$ cat config.mk
export PLATFORM = sky130hd
export DESIGN_NAME = hazard_unit
export DESIGN_NICKNAME = d
export VERILOG_FILES = /design/src/logic/isa_pkg.sv /design/src/logic/pipe_pkg.sv /design/src/logic/hazard_unit.sv
export SDC_FILE = /design/constraint.sdc
export NUM_CORES = 1
export LEC_CHECK = 0
export BUFFER_PORTS_ARGS = -buffer_cell sky130_fd_sc_hd__buf_4
export CELL_PAD_IN_SITES_DETAIL_PLACEMENT = 0
export CELL_PAD_IN_SITES_GLOBAL_PLACEMENT = 1
export CORE_AREA = 2 2 103 105
export DETAILED_ROUTE_END_ITERATION = 12
export DIE_AREA = 0 0 105 107
export PLACE_DENSITY = 0.95
export SLEW_MARGIN = 20
export SYNTH_ARGS = -nofsm -noshare
export SYNTH_HDL_FRONTEND = slang
export SYNTH_SLANG_ARGS = --single-unit
$ cat constraint.sdc
create_clock -name vclk -period 2
set_clock_uncertainty 0.2 [all_clocks]
set_input_delay 0.4 -clock vclk [all_inputs]
set_output_delay 0.4 -clock vclk [all_outputs]
set_load 0.01 [all_outputs]
$ cat src/logic/isa_pkg.sv
package isa_pkg;

    typedef logic [31:0] word_t;                // data word, address, pc
    typedef logic [4:0]  reg_addr_t;            // register file index

    localparam int        DMEM_WORDS  = 256;    // data memory depth in words
    localparam int        DMEM_ADDR_W = 8;      // width of a word index
    localparam reg_addr_t LINK_REG    = 5'd31;  // link instructions write pc+4 here

    // a is the rs operand, b is rt or the immediate
    typedef enum logic [3:0] {
        alu_add,                                // a + b
        alu_sub,                                // a - b
        alu_and,                                // a & b
        alu_or,                                 // a | b
        alu_xor,                                // a ^ b
        alu_slt,                                // signed a < b gives 1
        alu_sll,                                // a << b[4:0]
        alu_srl,                                // a >> b[4:0], zero fill
        alu_lui,                                // b << 16
        alu_pass_b                              // b unchanged
    } alu_op_t;

endpackage

$ cat src/logic/pipe_pkg.sv
package pipe_pkg;

    // decoded instruction handed over by decode
    typedef struct packed {
        logic                no_op;             // bubble, nothing to do
        isa_pkg::alu_op_t    alu_op;
        isa_pkg::reg_addr_t  rs_addr;
        isa_pkg::reg_addr_t  rt_addr;
        isa_pkg::word_t      rs_val;            // as read from the register file, may be stale
        isa_pkg::word_t      rt_val;
        isa_pkg::word_t      imm;               // already extended to a word
        logic                use_imm;           // imm replaces rt as operand b
        isa_pkg::reg_addr_t  dest;
        logic                reg_write;
        logic                mem_read;
        logic                mem_write;
        logic                link;              // writeback is pc_4 into LINK_REG
        isa_pkg::word_t      pc_4;
    } ex_bundle_t;

    // contents of the ex/mem register
    typedef struct packed {
        logic                no_op;
        isa_pkg::word_t      pc_4;
        logic                reg_write;
        logic                mem_read;
        logic                mem_write;
        logic                link;
        isa_pkg::word_t      alu_result;        // also the memory byte address
        isa_pkg::word_t      store_data;
        isa_pkg::reg_addr_t  dest;
    } mem_bundle_t;

    // register write leaving the pipe
    typedef struct packed {
        logic                valid;
        isa_pkg::reg_addr_t  dest;
        isa_pkg::word_t      data;
    } wb_bundle_t;

    typedef enum logic [1:0] {
        from_input,                             // value carried in the ex bundle
        from_mem_result,                        // writeback value of the mem stage
        from_wb_data                            // data on the wb port
    } forw_sel_t;

    typedef struct packed {
        logic hold;                             // ex/mem keeps its contents
        logic no_op;                            // a bubble enters mem
    } hazard_ctrl_t;

endpackage

$ cat src/logic/hazard_unit.sv
`timescale 1ns/1ps

module hazard_unit (
    input  pipe_pkg::ex_bundle_t   ex,
    input  pipe_pkg::mem_bundle_t  mem,
    input  logic                   freeze,  // memory wait
    output pipe_pkg::hazard_ctrl_t ctrl,
    output logic                   stall    // to the source, hold ex bundle
);

    logic load_in_mem;
    logic rs_hit;
    logic rt_hit;
    logic load_use;

    assign load_in_mem = mem.mem_read && !mem.no_op && mem.reg_write && (mem.dest != '0);
    assign rs_hit      = mem.dest == ex.rs_addr;
    // rt only counts when it is read as operand or store data
    assign rt_hit      = (mem.dest == ex.rt_addr) && (!ex.use_imm || ex.mem_write);
    assign load_use    = load_in_mem && (rs_hit || rt_hit);

    assign stall      = freeze || load_use;
    assign ctrl.hold  = freeze;                 // freeze keeps ex/mem as is
    assign ctrl.no_op = load_use && !freeze;    // bubble behind the load

endmodule

**Yosys cells after proc, flatten, opt, wreduce, memory -nomap -nowiden**

Cells that the tools add are included.

- Bits in registers: 0
- Bits of input ports: 260
- Output and inout bits: 3

- Eq/ne operators: 2
- Reductions and logical operators: 13

Operator list:

| operator | count |
|---|---|
| 5-bit equality test | 2 |
| 1-bit logical AND | 6 |
| 5-bit nonzero test | 1 |
| 1-bit zero test | 3 |
| 1-bit logical OR | 3 |

**Longest topological paths before layout**

Gate-level depths: netlist of the first run.

- Depth in word-level cells: 6
- Gate-level depth with buffers: 4

**Worst setup path after synthesis of the first run**

Ideal clock, no wire load.

- Path kind: input port to output port
- From: in mem[4] in the netlist's numbering
- To: out ctrl[0] in the netlist's numbering
- Arrival time: 1.176 ns
- Path slack: 0.224 ns
- Cell stages on the path: 4
- Buffers on the path: 0
- Cell sequence: xor2_1 nor4_2 a22oi_1 nor3_2

RTL lines:

| element | line | text |
|---|---|---|
| start, declared | hazard_unit.sv:5 | `input pipe_pkg::mem_bundle_t mem,` |
| end, declared | hazard_unit.sv:7 | `output pipe_pkg::hazard_ctrl_t ctrl,` |

==> run summary, run 1 <==
Area of the core: 10100 um2
Top-area cell type share of the netlist area: 0.464
Setup crit end kind: output port
Final worst setup slack: -0.0434 ns
Vias per inst: 1.43
Clkbuf count: 0
First-pass iteration count of the detailed router: 3
Max-cap violations: 0
Routed Antenna Nets: 0
Synth-to-Final Area Change: 213%
Max-slew violation count: 0
Hold Fails Final Rpt: 0
Area post-placement: 559 um2
GP Congestion: 0.625
Post-Syn Area: 189 um2
Share of layout cells above drive strength 1: 0.688
Io pins: 263
Leak: 0.206 nW
Nature of the critical path startpoint: input pin
Hold Path Class: input pin to output port
Synth top area cells: xor2_1 (46%), o21ai_4 (8.6%), nor4_2 (6.6%)
Gr busiest metal: met1
Synthesized netlist net count: 283
Max Clock Freq: 489 MHz
Final setup viols: 2
Area leader, netlist: xor2_1
Post-placement setup slack: -0.111 ns
DRC: 0
Buffers on Ports: 24
Post-Synthesis Cells: 23
Global-route usage over all layers: 0.0187
Post-DP HPWL: 1000 um
Worst path required time: 1.40 ns
First DRT Iteration DRCs: 10
Slew HR: 0.829
GRT met1 Usage: 0.0324
GRT overflow: 0
Full die area: 11200 um2
Largest net degree at the start of global routing: 4
DIE WIDTH: 105 um
CP max FO: 3
Post-route cell area: 591 um2
First-pass GRT wire length: 1530 um
Num sequential: 0
FF/Latch Area: 0 um2
Ant. Diodes: 0
Sequential element share of the synthesized area: 0
Routed via count: 264
RSZ-0062 raised after global routing: yes
YS warnings: 0
Worst-margin pin slew: 0.255 ns
Post-Syn Area per Cell: 8.21 um2
Met2 Use GR: 0.0255
Crit path time final: 2.04 ns
WS Path Type: input pin to output port
Layout net count: 310
Status: finished, violations left
Met3 Resource Use GR: 0.00122
DR WL/cell: 5.89 um
Initial antenna violation count: 0
PwrDens: 148 nW/um2
Die height: 107 um
Failing checks: negative setup slack
Final period util: 1.02
Unique masters post-synth: 13
Maximum resistive drop on vdd: 0.0539 mV
Vias in the first global route: 308
Routed WL: 1080 um
Cell Rows: 37
Arr. time, crit path: 1.44 ns
Initial Util: 0.0187
Hold-fix buffers, CTS: 0
## path summary, 6_finish.rpt
kind / startpoint / endpoint / slack (ns) / cells after the start
worst max-delay path: mem[4] / ctrl[0] / -0.04 / 6
worst min-delay path: freeze / ctrl[1] / 0.84 / 2
## metrics by stage
stage	cells	power [mW]	TNS (ns)	util	hold slack (ns)
4_1_cts	184	0.0891	-0.152	0.0585	0.841
6_report	184	0.0876	-0.0721	0.0585	0.838
3_5_place_dp	184	0.0819	-0.184	0.0554	0.839
3_3_place_gp	184	0.0792	-0.142	0.0554	0.837
2_1_floorplan	23	0.0271	0	-	0.633
5_1_grt	184	0.0949	-0.201	0.0585	0.850
## where the power goes
part / leakage [nW] / total (mW) / switching, mW / internal [mW]
clock network: 0 / 0 / 0 / 0
registers: 0 / 0 / 0 / 0
logic: 0.206 / 0.0876 / 0.0348 / 0.0528
total: 0.206 / 0.0876 / 0.0348 / 0.0528
## cell type report
cell class,instances,area [um2]
multi-input combinational,21,186
inverter,1,3.75
timing repair buffer,26,230
tap,136,170
fill,1228,9500
## cells in the mapped netlist, drive strengths merged
library cell,number
inv,1
xor2,10
o21bai,1
or4,1
nand2,1
buf,1
o21ai,1
nor3,2
a22oi,1
nor4,1
nor2,2
a21oi,1
## layout by cell type, fill, tap and decap left out
cell type	n
buf_4	20
xor2_1	10
buf_6	4
nor2_1	2
nor4_2	1
inv_1	1
a21oi_2	1
nor3_1	1
a22oi_2	1
or4_4	1
nand2_1	1
o21ai_4	1
o21bai_2	1
nor3_2	1
buf_8	1
buf_12	1
## routing by layer
| metal | up-vias | routed length, um |
|---|---|---|
| met4 | 0 | 0 |
| met2 | 24 | 352 |
| met5 | - | 0 |
| li1 | 128 | - |
| met1 | 112 | 651 |
| met3 | 0 | 79 |
## worst max-delay path, cell delays in order
cell	delay, ns
buf_6	0.10
xor2_1	0.16
nor4_2	0.31
a22oi_2	0.14
nor3_2	0.16
buf_4	0.16
## cells by family (layout without fill, tap and decap cells)
| family | count (synthesis) | count (layout) | synth area share |
|---|---|---|---|
| buffers and inverters | 2 | 27 | 0.0596 |
| AO/OA/AOI/OAI | 4 | 4 | 0.212 |
| AND/OR/NAND/NOR | 7 | 7 | 0.265 |
| XOR/XNOR | 10 | 10 | 0.464 |
## repair_timing
item                       4_1_cts  5_1_grt
gates resized for setup          8        0
pin swaps                        8        5
setup buffers                    0        0
setup endpoints to repair        2        2
Note: power is estimated with default switching activity, not from simulation.
==> run 2, diff against run 1 <==
--- a/config.mk
+++ b/config.mk
@@ -5,6 +5,7 @@
 export SDC_FILE = /design/constraint.sdc
 export NUM_CORES = 1
 export LEC_CHECK = 0
+export ABC_AREA = 1
 export BUFFER_PORTS_ARGS = -buffer_cell sky130_fd_sc_hd__buf_4
 export CELL_PAD_IN_SITES_DETAIL_PLACEMENT = 0
 export CELL_PAD_IN_SITES_GLOBAL_PLACEMENT = 1
==> run 2 against run 1 <==
Effect of this change: the flow now finishes without violations; critical endpoint is now stall; die area unchanged; critical path type unchanged; largest power group unchanged; maximum frequency rose by 10%; critical path depth rose by 2; first-iteration DRC count decreased by 10%; non-clock buffer count shrank 2; global-route usage about the same; synthesized cell count rose to 2.7 times the previous value; worst hold slack got worse by 0.037 ns; sequential share of layout area is the same; routed wire length grew 1.1%; combinational power down 7.6%; final cell count grew 20%.
==> run summary, run 2 <==
Most frequent cells in the layout: nand2_1 (28), buf_4 (24), inv_1 (16), nor2_1 (5), nor2_2 (3)
Worst path required time: 1.40 ns (about the same)
Top-area cell type share of the netlist area: 0.429 (-0.0350)
Synth top area cells: nand2_1 (43%), inv_1 (24%), nor2_1 (10%)
Io pins: 263 (unchanged)
DIE WIDTH: 105 um (unchanged)
Largest net degree at the start of global routing: 5 (+1)
Max-cap violations: 0 (unchanged)
Routed WL: 1100 um (+1.1%)
Nature of the critical path startpoint: input pin
Layout net count: 347 (+12%)
Global-route usage over all layers: 0.0188 (+0.000128)
DR WL/cell: 4.96 um (-16%)
DRC: 0 (unchanged)
Setup TNS: 0 ns (+0.0721 ns)
Leading cell type in the layout, fill and taps excluded: nand2_1
Sequential element share of the synthesized area: 0 (unchanged)
WS Path Type: input pin to output port
Maximum resistive drop on vdd: 0.0380 mV (-29%)
Max-slew violation count: 0 (unchanged)
Post-DP HPWL: 1030 um (+2.9%)
Synth cell count leaders: nand2_1 (29), inv_1 (16), nor2_1 (7)
Routed via count: 366 (+39%)
Hold Path Class: input pin to output port
Area of the core: 10100 um2 (unchanged)
GRT overflow: 0 (unchanged)
Hold-fix buffers, CTS: 0 (unchanged)
GP Congestion: 0.693 (+11%)
Post-Syn Area: 254 um2 (+34%)
Post-Synthesis Cells: 62 (+170%)
Crit path time final: 1.86 ns (-0.188 ns)
Synthesized netlist net count: 322 (+14%)
Post-Syn Area per Cell: 4.10 um2 (-50%)
Worst-margin pin slew: 0.183 ns (-0.0723 ns)
RSZ-0062 raised after global routing: no
Ant. Diodes: 0 (unchanged)
First DRT Iteration DRCs: 9 (-1)
First-pass iteration count of the detailed router: 4 (+1)
Final setup viols: 0 (-2)
Full die area: 11200 um2 (unchanged)
Most instantiated library cell after synthesis: nand2_1
Die height: 107 um (unchanged)
Status: completed
YS warnings: 0 (unchanged)
Arr. time, crit path: 1.26 ns (-0.18 ns)
Total power: 0.0809 mW (-7.6%)
Area leader, netlist: nand2_1
Num sequential: 0 (unchanged)
Slew HR: 0.878 (+0.0492)
Routed Antenna Nets: 0 (unchanged)
FF/Latch Area: 0 um2 (unchanged)
CP max FO: 4 (+1)
Cell Rows: 37 (unchanged)
Final core utilization: 0.0599 (+0.00136)
First-pass GRT wire length: 1640 um (+7.3%)
Final period util: 0.928 (-0.0940)
Initial Util: 0.0252 (+0.00645)
Hold Fails Final Rpt: 0 (unchanged)
Leak: 0.325 nW (+57%)
PwrDens: 134 nW/um2 (-9.7%)
Synth-to-Final Area Change: 138%
Setup crit end kind: output port
Share of layout cells above drive strength 1: 0.365 (-0.323)
Max Clock Freq: 539 MHz (+10%)
Post-CTS resize count: 0 (-8)
Initial antenna violation count: 0 (unchanged)
Setup Fix Bufs, Post-CTS: 0 (unchanged)
Clkbuf count: 0 (unchanged)
Vias in the first global route: 297 (-3.6%)
Buffers on Ports: 24 (unchanged)
Unique masters post-synth: 10 (-3)
Vias per inst: 1.66 (+15%)
-- run 2: changes by cell type in the layout (fill, tap and decap cells not counted), sizes merged, moves of 2 or more --
cell and change:
nand3 +2, buf -2, nor3 -2, nor2 +6, xor2 -10, nand4 +2, inv +17, nand2 +29
-- run 2: path summary, 6_finish.rpt --
check                 depth (start not counted)  slack [ns]   start       to
worst max-delay path                          8        0.14  mem[0]    stall
worst min-delay path                          2        0.80  freeze  ctrl[1]
-- run 2: power breakdown --
part           total [mW]  switching [mW]  internal, mW
combinational      0.0809          0.0368        0.0441
clock                   0               0             0
sequential              0               0             0
-- run 2: cells by family after synthesis --
kind of cell	after synthesis	share of synthesized area
xor gates and xnor gates	1	0.0345
buffers and inverters	19	0.296
and+or+nand+nor	42	0.670
-- run 2: area by class of cell --
cell class / instances / area, um2
tap: 136 / 170
fill: 1239 / 9490
timing repair buffer: 24 / 180
inverter: 18 / 67.6
multi-input combinational: 43 / 186
-- run 2: metrics by stage --
stage | worst slack, ns | hold slack [ns] | area (um2) | std cells
after global routing | 0.00936 | 0.814 | 604 | 221
after global placement | 0.145 | 0.803 | 597 | 221
after CTS | 0.133 | 0.804 | 597 | 221
after floorplan | 0.477 | 0.631 | 254 | 62
after detailed placement | 0.136 | 0.804 | 597 | 221
final | 0.145 | 0.802 | 604 | 221
-- run 2: metal layers --
layer  routed length (um)  vias up  GRT usage
met5                    0        -          0
met4                    0        0          0
met3                  102        0    0.00486
met2                  409       16     0.0269
met1                  584      130     0.0295
li1                     -      220          -
-- run 2: critical path: stages --
cell     delay, ns
buf_4         0.13
nor2_1        0.17
nand4_1       0.15
nand4_1       0.10
inv_1         0.05
nand2_2       0.07
nand2_1       0.05
buf_4         0.14
==> run 3, diff against run 2 <==
==> constraint.sdc (replaced) <==
create_clock -name vclk -period 2
set_clock_uncertainty 0.2 [all_clocks]
set_input_delay 0.3 -clock vclk [all_inputs]
set_output_delay 0.3 -clock vclk [all_outputs]
set_load 0.01 [all_outputs]
==> run 3 against run 2 <==
Effect of this change: worst hold slack worse by 0.20 ns; worst setup slack better by 0.20 ns; final cell count unchanged; maximum frequency increased by 12%; highest routed layer unchanged; critical path depth stayed put; via count is 1.6% lower; critical path type unchanged; clock-buffer cell count unchanged; routed wire length fell by 0.55%; combinational power is 2.8% lower; global-route usage unchanged; sequential cell count unchanged; sequential share of layout area is the same.
==> run summary, run 3 (synthesis results as in run 2) <==
Switching Fraction: 0.451 (-0.00474)
GRT overflow: 0 (unchanged)
Routed via count: 360 (-1.6%)
Max-slew violation count: 0 (unchanged)
Clk pwr share: 0 (unchanged)
Die height: 107 um (unchanged)
Leak: 0.325 nW (+0.12%)
Initial Util: 0.0252 (unchanged)
FF/Latch Area: 0 um2 (unchanged)
Setup TNS: 0 ns (unchanged)
DIE WIDTH: 105 um (unchanged)
Nature of the critical path startpoint: input pin
Worst path required time: 1.50 ns (+0.10 ns)
Post-placement setup slack: 0.336 ns (+0.200 ns)
Total power: 0.0786 mW (-2.9%)
Maximum resistive drop on vdd: 0.0339 mV (-11%)
First-pass iteration count of the detailed router: 4 (unchanged)
Io pins: 263 (unchanged)
WS Path Type: input pin to output port
Total net switching power: 0.0354 mW (-3.9%)
Buffers on Ports: 24 (unchanged)
Routed Antenna Nets: 0 (unchanged)
Area post-placement: 597 um2 (unchanged)
Final setup viols: 0 (unchanged)
Synth-to-Final Area Change: 135%
Layout net count: 347 (unchanged)
Cell Rows: 37 (unchanged)
DR WL/cell: 4.93 um (-0.55%)
Crit path time final: 1.65 ns (-0.204 ns)
Largest net degree at the start of global routing: 5 (unchanged)
Combinational share of power: 1.000 (about the same)
Post-route cell area: 597 um2 (-1.2%)
Most frequent cells in the layout: nand2_1 (29), buf_4 (24), inv_1 (16), nor2_1 (7)
Final period util: 0.825 (-0.102)
CP max FO: 4 (unchanged)
Initial antenna violation count: 0 (unchanged)
DRC: 0 (unchanged)
Internal: 0.0432 mW (-2.0%)
Setup crit end kind: output port
Hold Path Class: input pin to output port
Setup Fix Bufs, Post-CTS: 0 (unchanged)
GP Congestion: 0.693 (unchanged)
Final worst setup slack: 0.349 ns (+0.204 ns)
Status: completed
PwrDens: 132 nW/um2 (-1.6%)
Reg power frac: 0 (unchanged)
RSZ-0062 raised after global routing: no
First DRT Iteration DRCs: 10 (+1)
Slew HR: 0.878 (unchanged)
Num sequential: 0 (unchanged)
Vias in the first global route: 297 (unchanged)
Leading cell type in the layout, fill and taps excluded: nand2_1
Global-route usage over all layers: 0.0188 (unchanged)
Hold Fails Final Rpt: 0 (unchanged)
Hold-fix buffers, CTS: 0 (unchanged)
Routed WL: 1090 um (-0.55%)
Post-DP HPWL: 1030 um (unchanged)
Max-cap violations: 0 (unchanged)
Arr. time, crit path: 1.15 ns (-0.11 ns)
Max Clock Freq: 606 MHz (+12%)
Share of layout cells above drive strength 1: 0.329 (-0.0353)
Worst-margin pin slew: 0.183 ns (-0.000000715 ns)
Layout fillers: 1241 (+0.16%)
Area of the core: 10100 um2 (unchanged)
Post-CTS resize count: 0 (unchanged)
Full die area: 11200 um2 (unchanged)
Clkbuf count: 0 (unchanged)
Ant. Diodes: 0 (unchanged)
First-pass GRT wire length: 1640 um (unchanged)
Vias per inst: 1.63 (-1.6%)
## run 3: changes by cell type in the layout (fill, tap and decap cells not counted)
cell	before	now
nor2_1	5	7
nor2_2	3	1
nand2_1	28	29
nand2_2	2	1
## run 3: area by class of cell
class,count,area (um2),area share
timing repair buffer,24,180,0.302
tap,136,170,0.285
multi-input combinational,43,179,0.300
inverter,18,67.6,0.113
## run 3: final timing paths
path | from | end | slack, ns | cells past startpoint
worst max-delay path | mem[0] | stall | 0.35 | 8
worst min-delay path | freeze | ctrl[1] | 0.60 | 2
## run 3: worst max-delay path: stages
cell	delay (ns)
buf_4	0.13
nor2_1	0.17
nand4_1	0.14
nand4_1	0.10
inv_1	0.05
nand2_2	0.07
nand2_1	0.05
buf_4	0.14
## run 3: layer usage
layer,part of all wire,vias up,track usage
met5,0,-,0
met4,0,0,0
met3,0.088,0,0.00486
met2,0.38,14,0.0269
met1,0.53,127,0.0295
li1,-,219,-
## run 3: per-stage QoR
step | hold slack [ns] | cells | utilization
2_1_floorplan | 0.431 | 62 | -
4_1_cts | 0.604 | 221 | 0.0591
3_5_place_dp | 0.604 | 221 | 0.0591
5_1_grt | 0.614 | 221 | 0.0591
6_report | 0.602 | 221 | 0.0591
3_3_place_gp | 0.603 | 221 | 0.0591
## run 3: power groups by stage
stage / clock (mW) / combinational, mW / sequential [mW]
floorplan: 0 / 0.0330 / 0
global placement: 0 / 0.0783 / 0
detailed placement: 0 / 0.0796 / 0
CTS: 0 / 0.0799 / 0
global route: 0 / 0.0908 / 0
finish: 0 / 0.0786 / 0
