==> config.mk <==
export PLATFORM = sky130hd
export DESIGN_NAME = mem_wb_reg
export DESIGN_NICKNAME = d
export VERILOG_FILES = /design/src/logic/isa_pkg.sv /design/src/logic/pipe_pkg.sv /design/src/logic/mem_wb_reg.sv
export SDC_FILE = /design/constraint.sdc
export NUM_CORES = 1
export LEC_CHECK = 0
export ABC_AREA = 1
export BUFFER_PORTS_ARGS = -buffer_cell sky130_fd_sc_hd__buf_2
export CAP_MARGIN = 20
export CORE_MARGIN = 2
export CORE_UTILIZATION = 34
export DETAILED_ROUTE_END_ITERATION = 10
export PLACE_DENSITY = 0.78
export SYNTH_ARGS = -nofsm -noshare
export SYNTH_HDL_FRONTEND = slang
export SYNTH_SLANG_ARGS = --single-unit
==> constraint.sdc <==
create_clock -name clk -period 0.8 [get_ports clk]
set_input_delay 0.04 -clock clk [delete_from_list [all_inputs] [get_ports clk]]
set_output_delay 0.04 -clock clk [all_outputs]
set_load 0.02 [all_outputs]
==> src/logic/isa_pkg.sv <==
package isa_pkg;

    typedef logic [31:0] word_t;                // data word, address, pc
    typedef logic [4:0]  reg_addr_t;            // register file index

    localparam int        DMEM_WORDS  = 256;    // data memory depth in words
    localparam int        DMEM_ADDR_W = 8;      // width of a word index
    localparam reg_addr_t LINK_REG    = 5'd31;  // link instructions write pc+4 here

    // a is the rs operand, b is rt or the immediate
    typedef enum logic [3:0] {
        alu_add,                                // a + b
        alu_sub,                                // a - b
        alu_and,                                // a & b
        alu_or,                                 // a | b
        alu_xor,                                // a ^ b
        alu_slt,                                // signed a < b gives 1
        alu_sll,                                // a << b[4:0]
        alu_srl,                                // a >> b[4:0], zero fill
        alu_lui,                                // b << 16
        alu_pass_b                              // b unchanged
    } alu_op_t;

endpackage

==> src/logic/pipe_pkg.sv <==
package pipe_pkg;

    // decoded instruction handed over by decode
    typedef struct packed {
        logic                no_op;             // bubble, nothing to do
        isa_pkg::alu_op_t    alu_op;
        isa_pkg::reg_addr_t  rs_addr;
        isa_pkg::reg_addr_t  rt_addr;
        isa_pkg::word_t      rs_val;            // as read from the register file, may be stale
        isa_pkg::word_t      rt_val;
        isa_pkg::word_t      imm;               // already extended to a word
        logic                use_imm;           // imm replaces rt as operand b
        isa_pkg::reg_addr_t  dest;
        logic                reg_write;
        logic                mem_read;
        logic                mem_write;
        logic                link;              // writeback is pc_4 into LINK_REG
        isa_pkg::word_t      pc_4;
    } ex_bundle_t;

    // contents of the ex/mem register
    typedef struct packed {
        logic                no_op;
        isa_pkg::word_t      pc_4;
        logic                reg_write;
        logic                mem_read;
        logic                mem_write;
        logic                link;
        isa_pkg::word_t      alu_result;        // also the memory byte address
        isa_pkg::word_t      store_data;
        isa_pkg::reg_addr_t  dest;
    } mem_bundle_t;

    // register write leaving the pipe
    typedef struct packed {
        logic                valid;
        isa_pkg::reg_addr_t  dest;
        isa_pkg::word_t      data;
    } wb_bundle_t;

    typedef enum logic [1:0] {
        from_input,                             // value carried in the ex bundle
        from_mem_result,                        // writeback value of the mem stage
        from_wb_data                            // data on the wb port
    } forw_sel_t;

    typedef struct packed {
        logic hold;                             // ex/mem keeps its contents
        logic no_op;                            // a bubble enters mem
    } hazard_ctrl_t;

endpackage

==> src/logic/mem_wb_reg.sv <==
`timescale 1ns/1ps

module mem_wb_reg (
    input  logic                  clk,
    input  logic                  rst_n,
    input  pipe_pkg::mem_bundle_t mem,
    input  isa_pkg::word_t        load_data,    // from data_mem
    input  logic                  freeze,
    output pipe_pkg::wb_bundle_t  wb
);

    isa_pkg::reg_addr_t wb_dest;
    isa_pkg::word_t     wb_value;
    logic               wb_valid;

    assign wb_dest = mem.link ? isa_pkg::LINK_REG : mem.dest;

    always_comb begin
        if (mem.link)
            wb_value = mem.pc_4;                // return address
        else if (mem.mem_read)
            wb_value = load_data;
        else
            wb_value = mem.alu_result;
    end

    // frozen entry is retired later, bubble now. r0 writes are dropped
    assign wb_valid = !freeze && !mem.no_op && mem.reg_write && (wb_dest != '0);

    always_ff @(posedge clk or negedge rst_n) begin
        if (!rst_n) begin
            wb <= '0;
        end else begin
            wb.valid <= wb_valid;
            wb.dest  <= wb_dest;
            wb.data  <= wb_value;
        end
    end

endmodule

# Word-level counts from Yosys, hierarchy flattened
# Index checks and enable logic that the tools add are counted.
[word_totals]
regBits = 38
mem_bits_rw = 0
mem_count = 0
inputBits = 141
latchBits = 0
mem_bits_ro = 0
wordCells = 12
[classes]
n_reduce_logical = 6
eq_ne = 0
div = 0
n_bitwise = 0
muxes = 3
n_mul = 0
n_shift = 0
addsub = 0
n_lt_le_gt_ge = 0
[op_table]
columns = ["op", "count"]
rows = [
  ["32-bit 2-to-1 mux", 2],
  ["5-bit 2-to-1 mux", 1],
  ["5-bit nonzero test", 1],
  ["1-bit logical AND", 3],
  ["1-bit logical NOT", 2],
]

# Longest topological paths before layout
# Gate-level depths: netlist of the first run.
[logic_depth]
ltp_word = 4
depth_mapped = 5

# Least setup slack after synthesis of the first run
# Ideal clock, no wire load.
[synth_path]
path_type = "input port to flip-flop"
start = "in mem[71] (netlist bit)"
end = "reg wb[22] (netlist bit)"
path_slack_ns = 0.102
arrival_ns = 0.581
required_time_ns = 0.683
n_path_buf = 2
cell_stages = 5
path_cell_list = "buf_6 > buf_6 > or2_1 > nand3_1 > nand2_1"
[synth_via]
elab_chain_cells = 2
[synth_rtl]
columns = ["item", "line", "source"]
rows = [
  ["start: declaration", "mem_wb_reg.sv:6", "input pipe_pkg::mem_bundle_t mem,"],
  ["32-bit 2-to-1 mux", "mem_wb_reg.sv:21", "else if (mem.mem_read)"],
  ["32-bit 2-to-1 mux", "mem_wb_reg.sv:19", "if (mem.link)"],
  ["via wb_value[22]", "mem_wb_reg.sv:13", "isa_pkg::word_t wb_value;"],
  ["end: declaration", "mem_wb_reg.sv:9", "output pipe_pkg::wb_bundle_t wb"],
]
# The timed path passes the listed nets, and every way through them passes these cells.

# Worst setup path in the final report of the first run
[layout_path]
start = "reg wb[32] (netlist bit)"
end = "out wb[32] (netlist bit)"
# No word-level cell between the ends.

==> qor.csv, run 1 <==
metric,value,unit
outcome,finished with violations,
violations,negative setup slack,
syn_area,1950,µm²
cp.depth,1,
diodes,0,
grt_util_all_layers,0.193,
clk_pin_slew,70,ps
utilization,0.640,
required,760,ps
die_h,79.7,µm
layout-drive-gt1-share,0.371,
synth_top_area_cell,dfrtp_1,
fillCellCount,453,
largest_reg_flops,38,
synth_common_cells,"nand2_1 (97), dfrtp_1 (38), inv_1 (35), or2_1 (34), nand3_1 (33)",
crit_chain,buf_6,
synth_area_per_cell,7.59,µm²
largest_register,wb,
post_cts_buffers,0,
critPathTopFamily,flip-flops,
slew_headroom,0.861,
nets,585,
critPathKind,flip-flop to output port,
seq_power_share,0.415,
fmaxAchievable,1190,MHz
io_buffers,145,
p_sw_frac,0.266,
switchingPower,1.38,mW
intPower,3.80,mW
slowest_stage,dfrtp_1,
final-setup-viol-count,39,
fin_crit,844,ps
gp_congestion,0.707,
vias,2262,
grt_pass1_vias,2219,
seq_area,951,µm²
viasPerCell,4.38,
cts_tree,built,
period_share,1.05,
tightestPinTransition,208,ps
cts.sinks,38,
chipWidth,79.7,µm
ys.flop_type,dfrtp_1,
numCtsBuffers,5,
initialDrtViolationCount,69,
leakage,1.99,nW
cp-start-kind,flip-flop,
power_frac_comb,0.285,
path_max_fanout,1,
synth_edf_count,0,
tns,-955,ps
coreArea,5540,µm²
synth-async-reset-ratio,1.00,
drv_slew,0,
cp-startpoint,wb[32],
dieArea,6360,µm²
antenna_found_initial,0,
initial_utilization,0.352,
finalHoldViolations,0,
max-vdd-ir-drop,1140,µV
overflow,0,
drt_first_pass_iters,6,
fp-row-count,27,
top_regs,wb x38,
synth_area_leaders,"dfrtp_1 (49%), nand2_1 (19%), or2_1 (11%)",
dp_slack,-28.9,ps
areaGrowthSynthToFinish,81.7,%
syn-num-nets,398,
synth.distinct_cells,10,
synth_top_area_share,0.487,
drc,0,
clockBufferDepth,2,
crit_buf_inv,1,
ios,179,
synthCells,257,
ys_seq_area_frac,0.487,
drt_wl_total,6130,µm
worst_slack,-43.8,ps
wire_per_inst,11.9,µm
maxCapViolations,0,
multi_input_area,781,µm²
hpwl,4000,µm
min-delay-start,load_data[5],
grt_first_pass_wirelength,9550,µm
hold_path_depth,5,
slowest_delay,390,ps
yosysWarnings,0,
grt_max_degree,39,
ys_ff_latch,38,
clkPwrFrac,0.300,
drtAntennaViolNets,0,
pwr_density_cell,1460,nW/µm²
yosysMostFrequentCell,nand2_1,
htreeDepth,2,
clock-root-buffer,clkbuf_8,
grt_setup_unrepaired,yes,
cp-end-kind,output port,
arrival,800,ps
hold_class,primary input to flip-flop,
==> placed cells by master, fill, tap and decap left out <==
cell type,count
nand2_1,97
inv_1,35
bufinv_16,1
nand3_1,33
buf_4,5
nor3b_1,1
clkbuf_8,5
buf_12,4
buf_6,38
clkinv_2,2
or2_0,2
nor2_2,3
or2_1,34
dlygate4sd3_1,40
buf_2,107
dfrtp_1,38
==> cell families after synthesis <==
group	after synthesis	synth area share
simple gates	170	0.396
buf+inv	49	0.116
flops	38	0.487
==> layout make-up <==
type / instances / share of cell area
Inverter: 35 / 0.0371
Tap cell: 72 / 0.0254
Clock inverter: 3 / 0.0113
Sequential cell: 38 / 0.268
Multi-Input combinational cell: 170 / 0.220
Clock buffer: 5 / 0.0194
Timing Repair Buffer: 194 / 0.418
==> metrics by stage <==
| stage | hold slack, ps | std cells | cell area [µm²] | power (mW) |
|---|---|---|---|---|
| 3_5_place_dp | 19.4 | 469 | 2790 | 3.28 |
| 5_1_grt | 43.4 | 517 | 3540 | 5.44 |
| 2_1_floorplan | -256 | 257 | 1950 | 2.72 |
| 3_3_place_gp | 19.5 | 469 | 2790 | 3.24 |
| 4_1_cts | 42.6 | 517 | 3540 | 5.21 |
| 6_report | 49.2 | 517 | 3540 | 5.17 |
==> worst paths after layout <==
check | slack, ps | end
max in group asynchronous | 350 | wb[29]
min | 50 | wb[5]
min in group asynchronous | 260 | wb[17]
max | -40 | wb[32]
==> timing repair <==
item | in CTS | in global routing
pin swaps | 0 | 1
endpoints found under the setup margin | 38 | 40
resized for setup | 76 | 3
hold endpoints to repair | 76 | 0
hold buffers | 40 | 0
==> metal layers <==
| layer | track usage | wire, µm | vias to the layer above |
|---|---|---|---|
| met2 | 0.379 | 3370 | 90 |
| li1 | - | - | 1131 |
| met3 | 0.0373 | 353 | 17 |
| met4 | 0.0915 | 170 | 0 |
| met5 | 0 | 0 | - |
| met1 | 0.190 | 2240 | 1024 |
==> power by group through the flow <==
stage                     sequential [mW]  clock, mW  combinational, mW
final                                2.15       1.55               1.48
after global routing                 2.16       1.68               1.60
after global placement               2.14          0               1.10
after floorplan                      2.36          0              0.364
after CTS                            2.15       1.60               1.46
after detailed placement             2.15          0               1.13
No activity file was read; power rests on OpenSTA's default activity.
==> run 2, diff against run 1 <==
- SETUP_SLACK_MARGIN: default -> 0.4
==> qor.csv, run 2 (synthesized netlist as in run 1, its figures left out) <==
metric,value,unit,change
ios,179,,unchanged
dieArea,6360,µm²,unchanged
hpwl,4020,µm,was 4000 µm
max-vdd-ir-drop,758,µV,was 1140 µV
period_share,1.06,,was 1.05
leakage,2.02,nW,was 1.99 nW
clk_pin_slew,80,ps,was 70 ps
antenna_found_initial,0,,unchanged
fin_crit,851,ps,was 844 ps
drtAntennaViolNets,0,,unchanged
drt_first_pass_iters,4,,was 6
numCtsBuffers,5,,unchanged
hold_ws,-296,ps,was 49.2 ps
io_buffers,145,,unchanged
slowest_delay,390,ps,about the same
overflow,0,,unchanged
viasPerCell,4.51,,was 4.38
nets,553,,was 585
coreArea,5540,µm²,unchanged
final-setup-viol-count,38,,was 39
top_regs,wb x38,,unchanged
grt_max_degree,39,,unchanged
wire_per_inst,12.9,µm,was 11.9 µm
final_area,3570,µm²,was 3540 µm²
layout-drive-gt1-share,0.470,,was 0.371
grt_setup_unrepaired,yes,,unchanged
initial_utilization,0.352,,unchanged
cp-end-kind,output port,,unchanged
initialDrtViolationCount,50,,was 69
tightestPinTransition,207,ps,was 208 ps
die_h,79.7,µm,unchanged
gp_congestion,0.796,,was 0.707
finalHoldViolations,76,,was 0
path_max_fanout,1,,unchanged
outcome,finished with violations,,unchanged
largest_reg_flops,38,,unchanged
slowest_stage,dfrtp_1,,unchanged
grt_util_all_layers,0.197,,was 0.193
final_common_cell,buf_2,,unchanged
final_cell_mix,"buf_2 (105), nand2_1 (87), buf_6 (40)",,"was buf_2 (107), nand2_1 (97), dlygate4sd3_1 (40)"
crit_buf_inv,1,,unchanged
fin_cells,485,,was 517
required,760,ps,about the same
hold_class,primary input to asynchronous set/reset pin,,was primary input to flip-flop
maxCapViolations,0,,unchanged
largest_register,wb,,unchanged
diodes,0,,unchanged
drt_wl_total,6270,µm,was 6130 µm
chipWidth,79.7,µm,unchanged
pwr_density_cell,1580,nW/µm²,was 1460 nW/µm²
cts_tree,built,,unchanged
slew_headroom,0.862,,was 0.861
cts.sinks,38,,unchanged
critPathKind,flip-flop to output port,,unchanged
fp-row-count,27,,unchanged
violations,"negative hold slack, negative setup slack",,was negative setup slack
grt_first_pass_wirelength,9680,µm,was 9550 µm
fillCellCount,445,,was 453
tns,-1350,ps,was -955 ps
cp-start-kind,flip-flop,,unchanged
vias,2187,,was 2262
crit_chain,buf_6,,unchanged
arrival,810,ps,was 800 ps
placed_area,2810,µm²,was 2790 µm²
htreeDepth,2,,unchanged
drc,0,,unchanged
grt_pass1_vias,2222,,was 2219
clockBufferDepth,2,,unchanged
fmaxAchievable,1180,MHz,was 1190 MHz
dp_cells,467,,was 469
drv_slew,0,,unchanged
worst_slack,-50.9,ps,was -43.8 ps
areaGrowthSynthToFinish,83.3,%,was 81.7%
clock-root-buffer,clkbuf_8,,unchanged
critPathTopFamily,flip-flops,,unchanged
## run 2: per-layer routing
metal / track usage / vias to the layer above / routed length, µm
met3: 0.0441 / 6 / 543
met4: 0.0644 / 0 / 71
met5: 0 / - / 0
li1: - / 1073 / -
met1: 0.212 / 990 / 2310
met2: 0.376 / 118 / 3350
## run 2: metrics by stage
step	setup slack [ps]	power (mW)	utilization
floorplan	123	2.73	-
global placement	3.80	3.26	0.507
detailed placement	-27.3	3.29	0.507
CTS	-60.5	5.66	0.629
global route	-87.2	5.93	0.645
finish	-50.9	5.67	0.645
## run 2: layout make-up
class | instances | area (µm²) | area share
Timing Repair Buffer | 162 | 1350 | 0.379
Sequential cell | 38 | 951 | 0.266
Multi-Input combinational cell | 170 | 911 | 0.255
Inverter | 35 | 131 | 0.0368
Tap cell | 72 | 90.1 | 0.0252
Clock buffer | 5 | 68.8 | 0.0193
Clock inverter | 3 | 68.8 | 0.0193
## run 2: how the worst max path moves through the flow
stage                       start  cells past startpoint     end  slack, ps
after detailed placement  mem[71]                      5  wb[14]        -30
after global routing       wb[16]                      1  wb[16]        -90
after global placement    mem[71]                      5  wb[14]          4
after floorplan           mem[71]                      5  wb[22]        120
after CTS                  wb[16]                      1  wb[16]        -60
final                      wb[24]                      1  wb[24]        -50
## run 2: repair_timing
action / 4_1_cts / 5_1_grt
setup endpoints to repair: 70 / 70
hold endpoints to repair: 76 / 76
setup buffers: 2 / 1
gates cloned: 5 / 2
resized for setup: 114 / 10
pin swaps: 17 / 8
## run 2: report_power, final
group / internal, mW / leakage [nW] / switching (mW)
clock: 1.25 / 0.0683 / 0.707
sequential: 2.07 / 0.444 / 0.0725
combinational: 0.834 / 1.51 / 0.729
==> run 3, diff against run 2 <==
- SETUP_SLACK_MARGIN: 0.4 -> 0.3
==> qor.csv, run 3 (synthesized netlist as in run 1, its figures left out) <==
metric,value,unit,change
coreArea,5540,µm²,unchanged
drc,0,,unchanged
largest_reg_flops,38,,unchanged
largest_register,wb,,unchanged
nets,549,,was 553
period_share,1.06,,about the same
dp_cells,468,,was 467
utilization,0.588,,was 0.645
initial_utilization,0.352,,unchanged
finalHoldViolations,36,,was 76
dieArea,6360,µm²,unchanged
wl_met1,2390,µm,was 2310 µm
fin_crit,850,ps,was 851 ps
p_total,4.89,mW,was 5.67 mW
final-setup-viol-count,38,,unchanged
min-delay-start,mem[2],,
io_buffers,145,,unchanged
drt_first_pass_iters,4,,unchanged
htreeDepth,2,,unchanged
cp-start-kind,flip-flop,,unchanged
fin_cells,481,,was 485
cp-end-kind,output port,,unchanged
chipWidth,79.7,µm,unchanged
maxCapViolations,0,,unchanged
areaGrowthSynthToFinish,67.1,%,was 83.3%
clock-root-buffer,clkbuf_8,,unchanged
path_max_fanout,1,,unchanged
die_h,79.7,µm,unchanged
worst_slack,-49.5,ps,was -50.9 ps
arrival,810,ps,about the same
cp-startpoint,wb[21],,was wb[24]
antenna_found_initial,0,,unchanged
grt_pass1_vias,2088,,was 2222
hold_end,wb[34],,
required,760,ps,about the same
cts.sinks,38,,unchanged
viasPerCell,4.42,,was 4.51
hpwl,4020,µm,about the same
seq_power_share,0.439,,was 0.379
intPower,3.51,mW,was 4.16 mW
crit_chain,buf_6,,unchanged
grt_util_all_layers,0.185,,was 0.197
p_sw_frac,0.282,,was 0.266
slowest_stage,dfrtp_1,,unchanged
clockBufferDepth,2,,unchanged
grt_setup_unrepaired,yes,,unchanged
pwr_density_cell,1500,nW/µm²,was 1580 nW/µm²
final_common_cell,buf_2,,unchanged
switchingPower,1.38,mW,was 1.51 mW
slew_headroom,0.860,,was 0.862
initialDrtViolationCount,65,,was 50
crit_buf_inv,1,,unchanged
wl_met3,580,µm,was 543 µm
violations,"negative hold slack, negative setup slack",,unchanged
outcome,finished with violations,,unchanged
critPathTopFamily,flip-flops,,unchanged
overflow,0,,unchanged
top_regs,wb x38,,unchanged
wl_met2,3010,µm,was 3350 µm
hold_ws,-57.5,ps,was -296 ps
layout-drive-gt1-share,0.403,,was 0.470
clkPwrFrac,0.274,,was 0.345
drt_wl_total,6020,µm,was 6270 µm
postCtsHoldBufs,1,,
clk_pin_slew,70,ps,was 80 ps
power_frac_comb,0.286,,was 0.276
cts_tree,built,,unchanged
fp-row-count,27,,unchanged
hold_path_depth,3,,
drv_slew,0,,unchanged
hold_class,primary input to flip-flop,,was primary input to asynchronous set/reset pin
dp_slack,-25.0,ps,was -27.3 ps
vias,2126,,was 2187
gp_congestion,0.765,,was 0.796
diodes,0,,unchanged
slowest_delay,390,ps,about the same
post_cts_buffers,0,,was 2
leakage,1.87,nW,was 2.02 nW
final_cell_mix,"buf_2 (106), nand2_1 (97), buf_6 (39)",,"was buf_2 (105), nand2_1 (87), buf_6 (40)"
fmaxAchievable,1180,MHz,about the same
grt_first_pass_wirelength,9110,µm,was 9680 µm
grt_max_degree,39,,unchanged
numCtsBuffers,5,,unchanged
top_layer,met4,,unchanged
ios,179,,unchanged
tightestPinTransition,209,ps,was 207 ps
drtAntennaViolNets,0,,unchanged
critPathKind,flip-flop to output port,,unchanged
max-vdd-ir-drop,681,µV,was 758 µV
wire_per_inst,12.5,µm,was 12.9 µm
run 3: area by class of cell:
type                            count  area, µm²
Fill cell                         494       2280
Inverter                           35        131
Multi-Input combinational cell    170        776
Timing Repair Buffer              158       1220
Sequential cell                    38        951
Clock inverter                      1       5.00
Clock buffer                        7       86.3
Tap cell                           72       90.1
run 3: layer usage:
| layer | global-route usage | up-vias |
|---|---|---|
| li1 | - | 1063 |
| met1 | 0.206 | 961 |
| met2 | 0.336 | 98 |
| met3 | 0.0600 | 4 |
| met4 | 0.0559 | 0 |
| met5 | 0 | - |
run 3: what timing repair did:
| action | 4_1_cts | 5_1_grt |
|---|---|---|
| gates cloned | 2 | 2 |
| resized for setup | 80 | 3 |
| endpoints found under the hold margin | 76 | 36 |
| setup endpoints to repair | 39 | 52 |
| pin swaps | 0 | 2 |
run 3: stage by stage:
step / TNS, ps / cell area (µm²) / hold WS (ps)
after floorplan: 0 / 1960 / -256
after global placement: 0 / 2800 / 22.5
after detailed placement: -34.6 / 2800 / 27.2
after CTS: -1710 / 3200 / -68.9
after global routing: -2550 / 3260 / -70.8
final: -1130 / 3260 / -57.5
run 3: how the worst max path moves through the flow:
stage | cells past startpoint | endpoint
2_1_floorplan | 5 | wb[22]
3_3_place_gp | 5 | wb[1]
3_5_place_dp | 5 | wb[29]
4_1_cts | 1 | wb[21]
5_1_grt | 1 | wb[3]
6_report | 1 | wb[21]
run 3: power groups by stage:
stage          Clock, mW  Sequential, mW  Combinational [mW]
2_1_floorplan          0            2.36               0.371
3_3_place_gp           0            2.14                1.11
3_5_place_dp           0            2.15                1.14
4_1_cts             1.41            2.15                1.37
5_1_grt             1.50            2.16                1.53
6_report            1.34            2.15                1.40
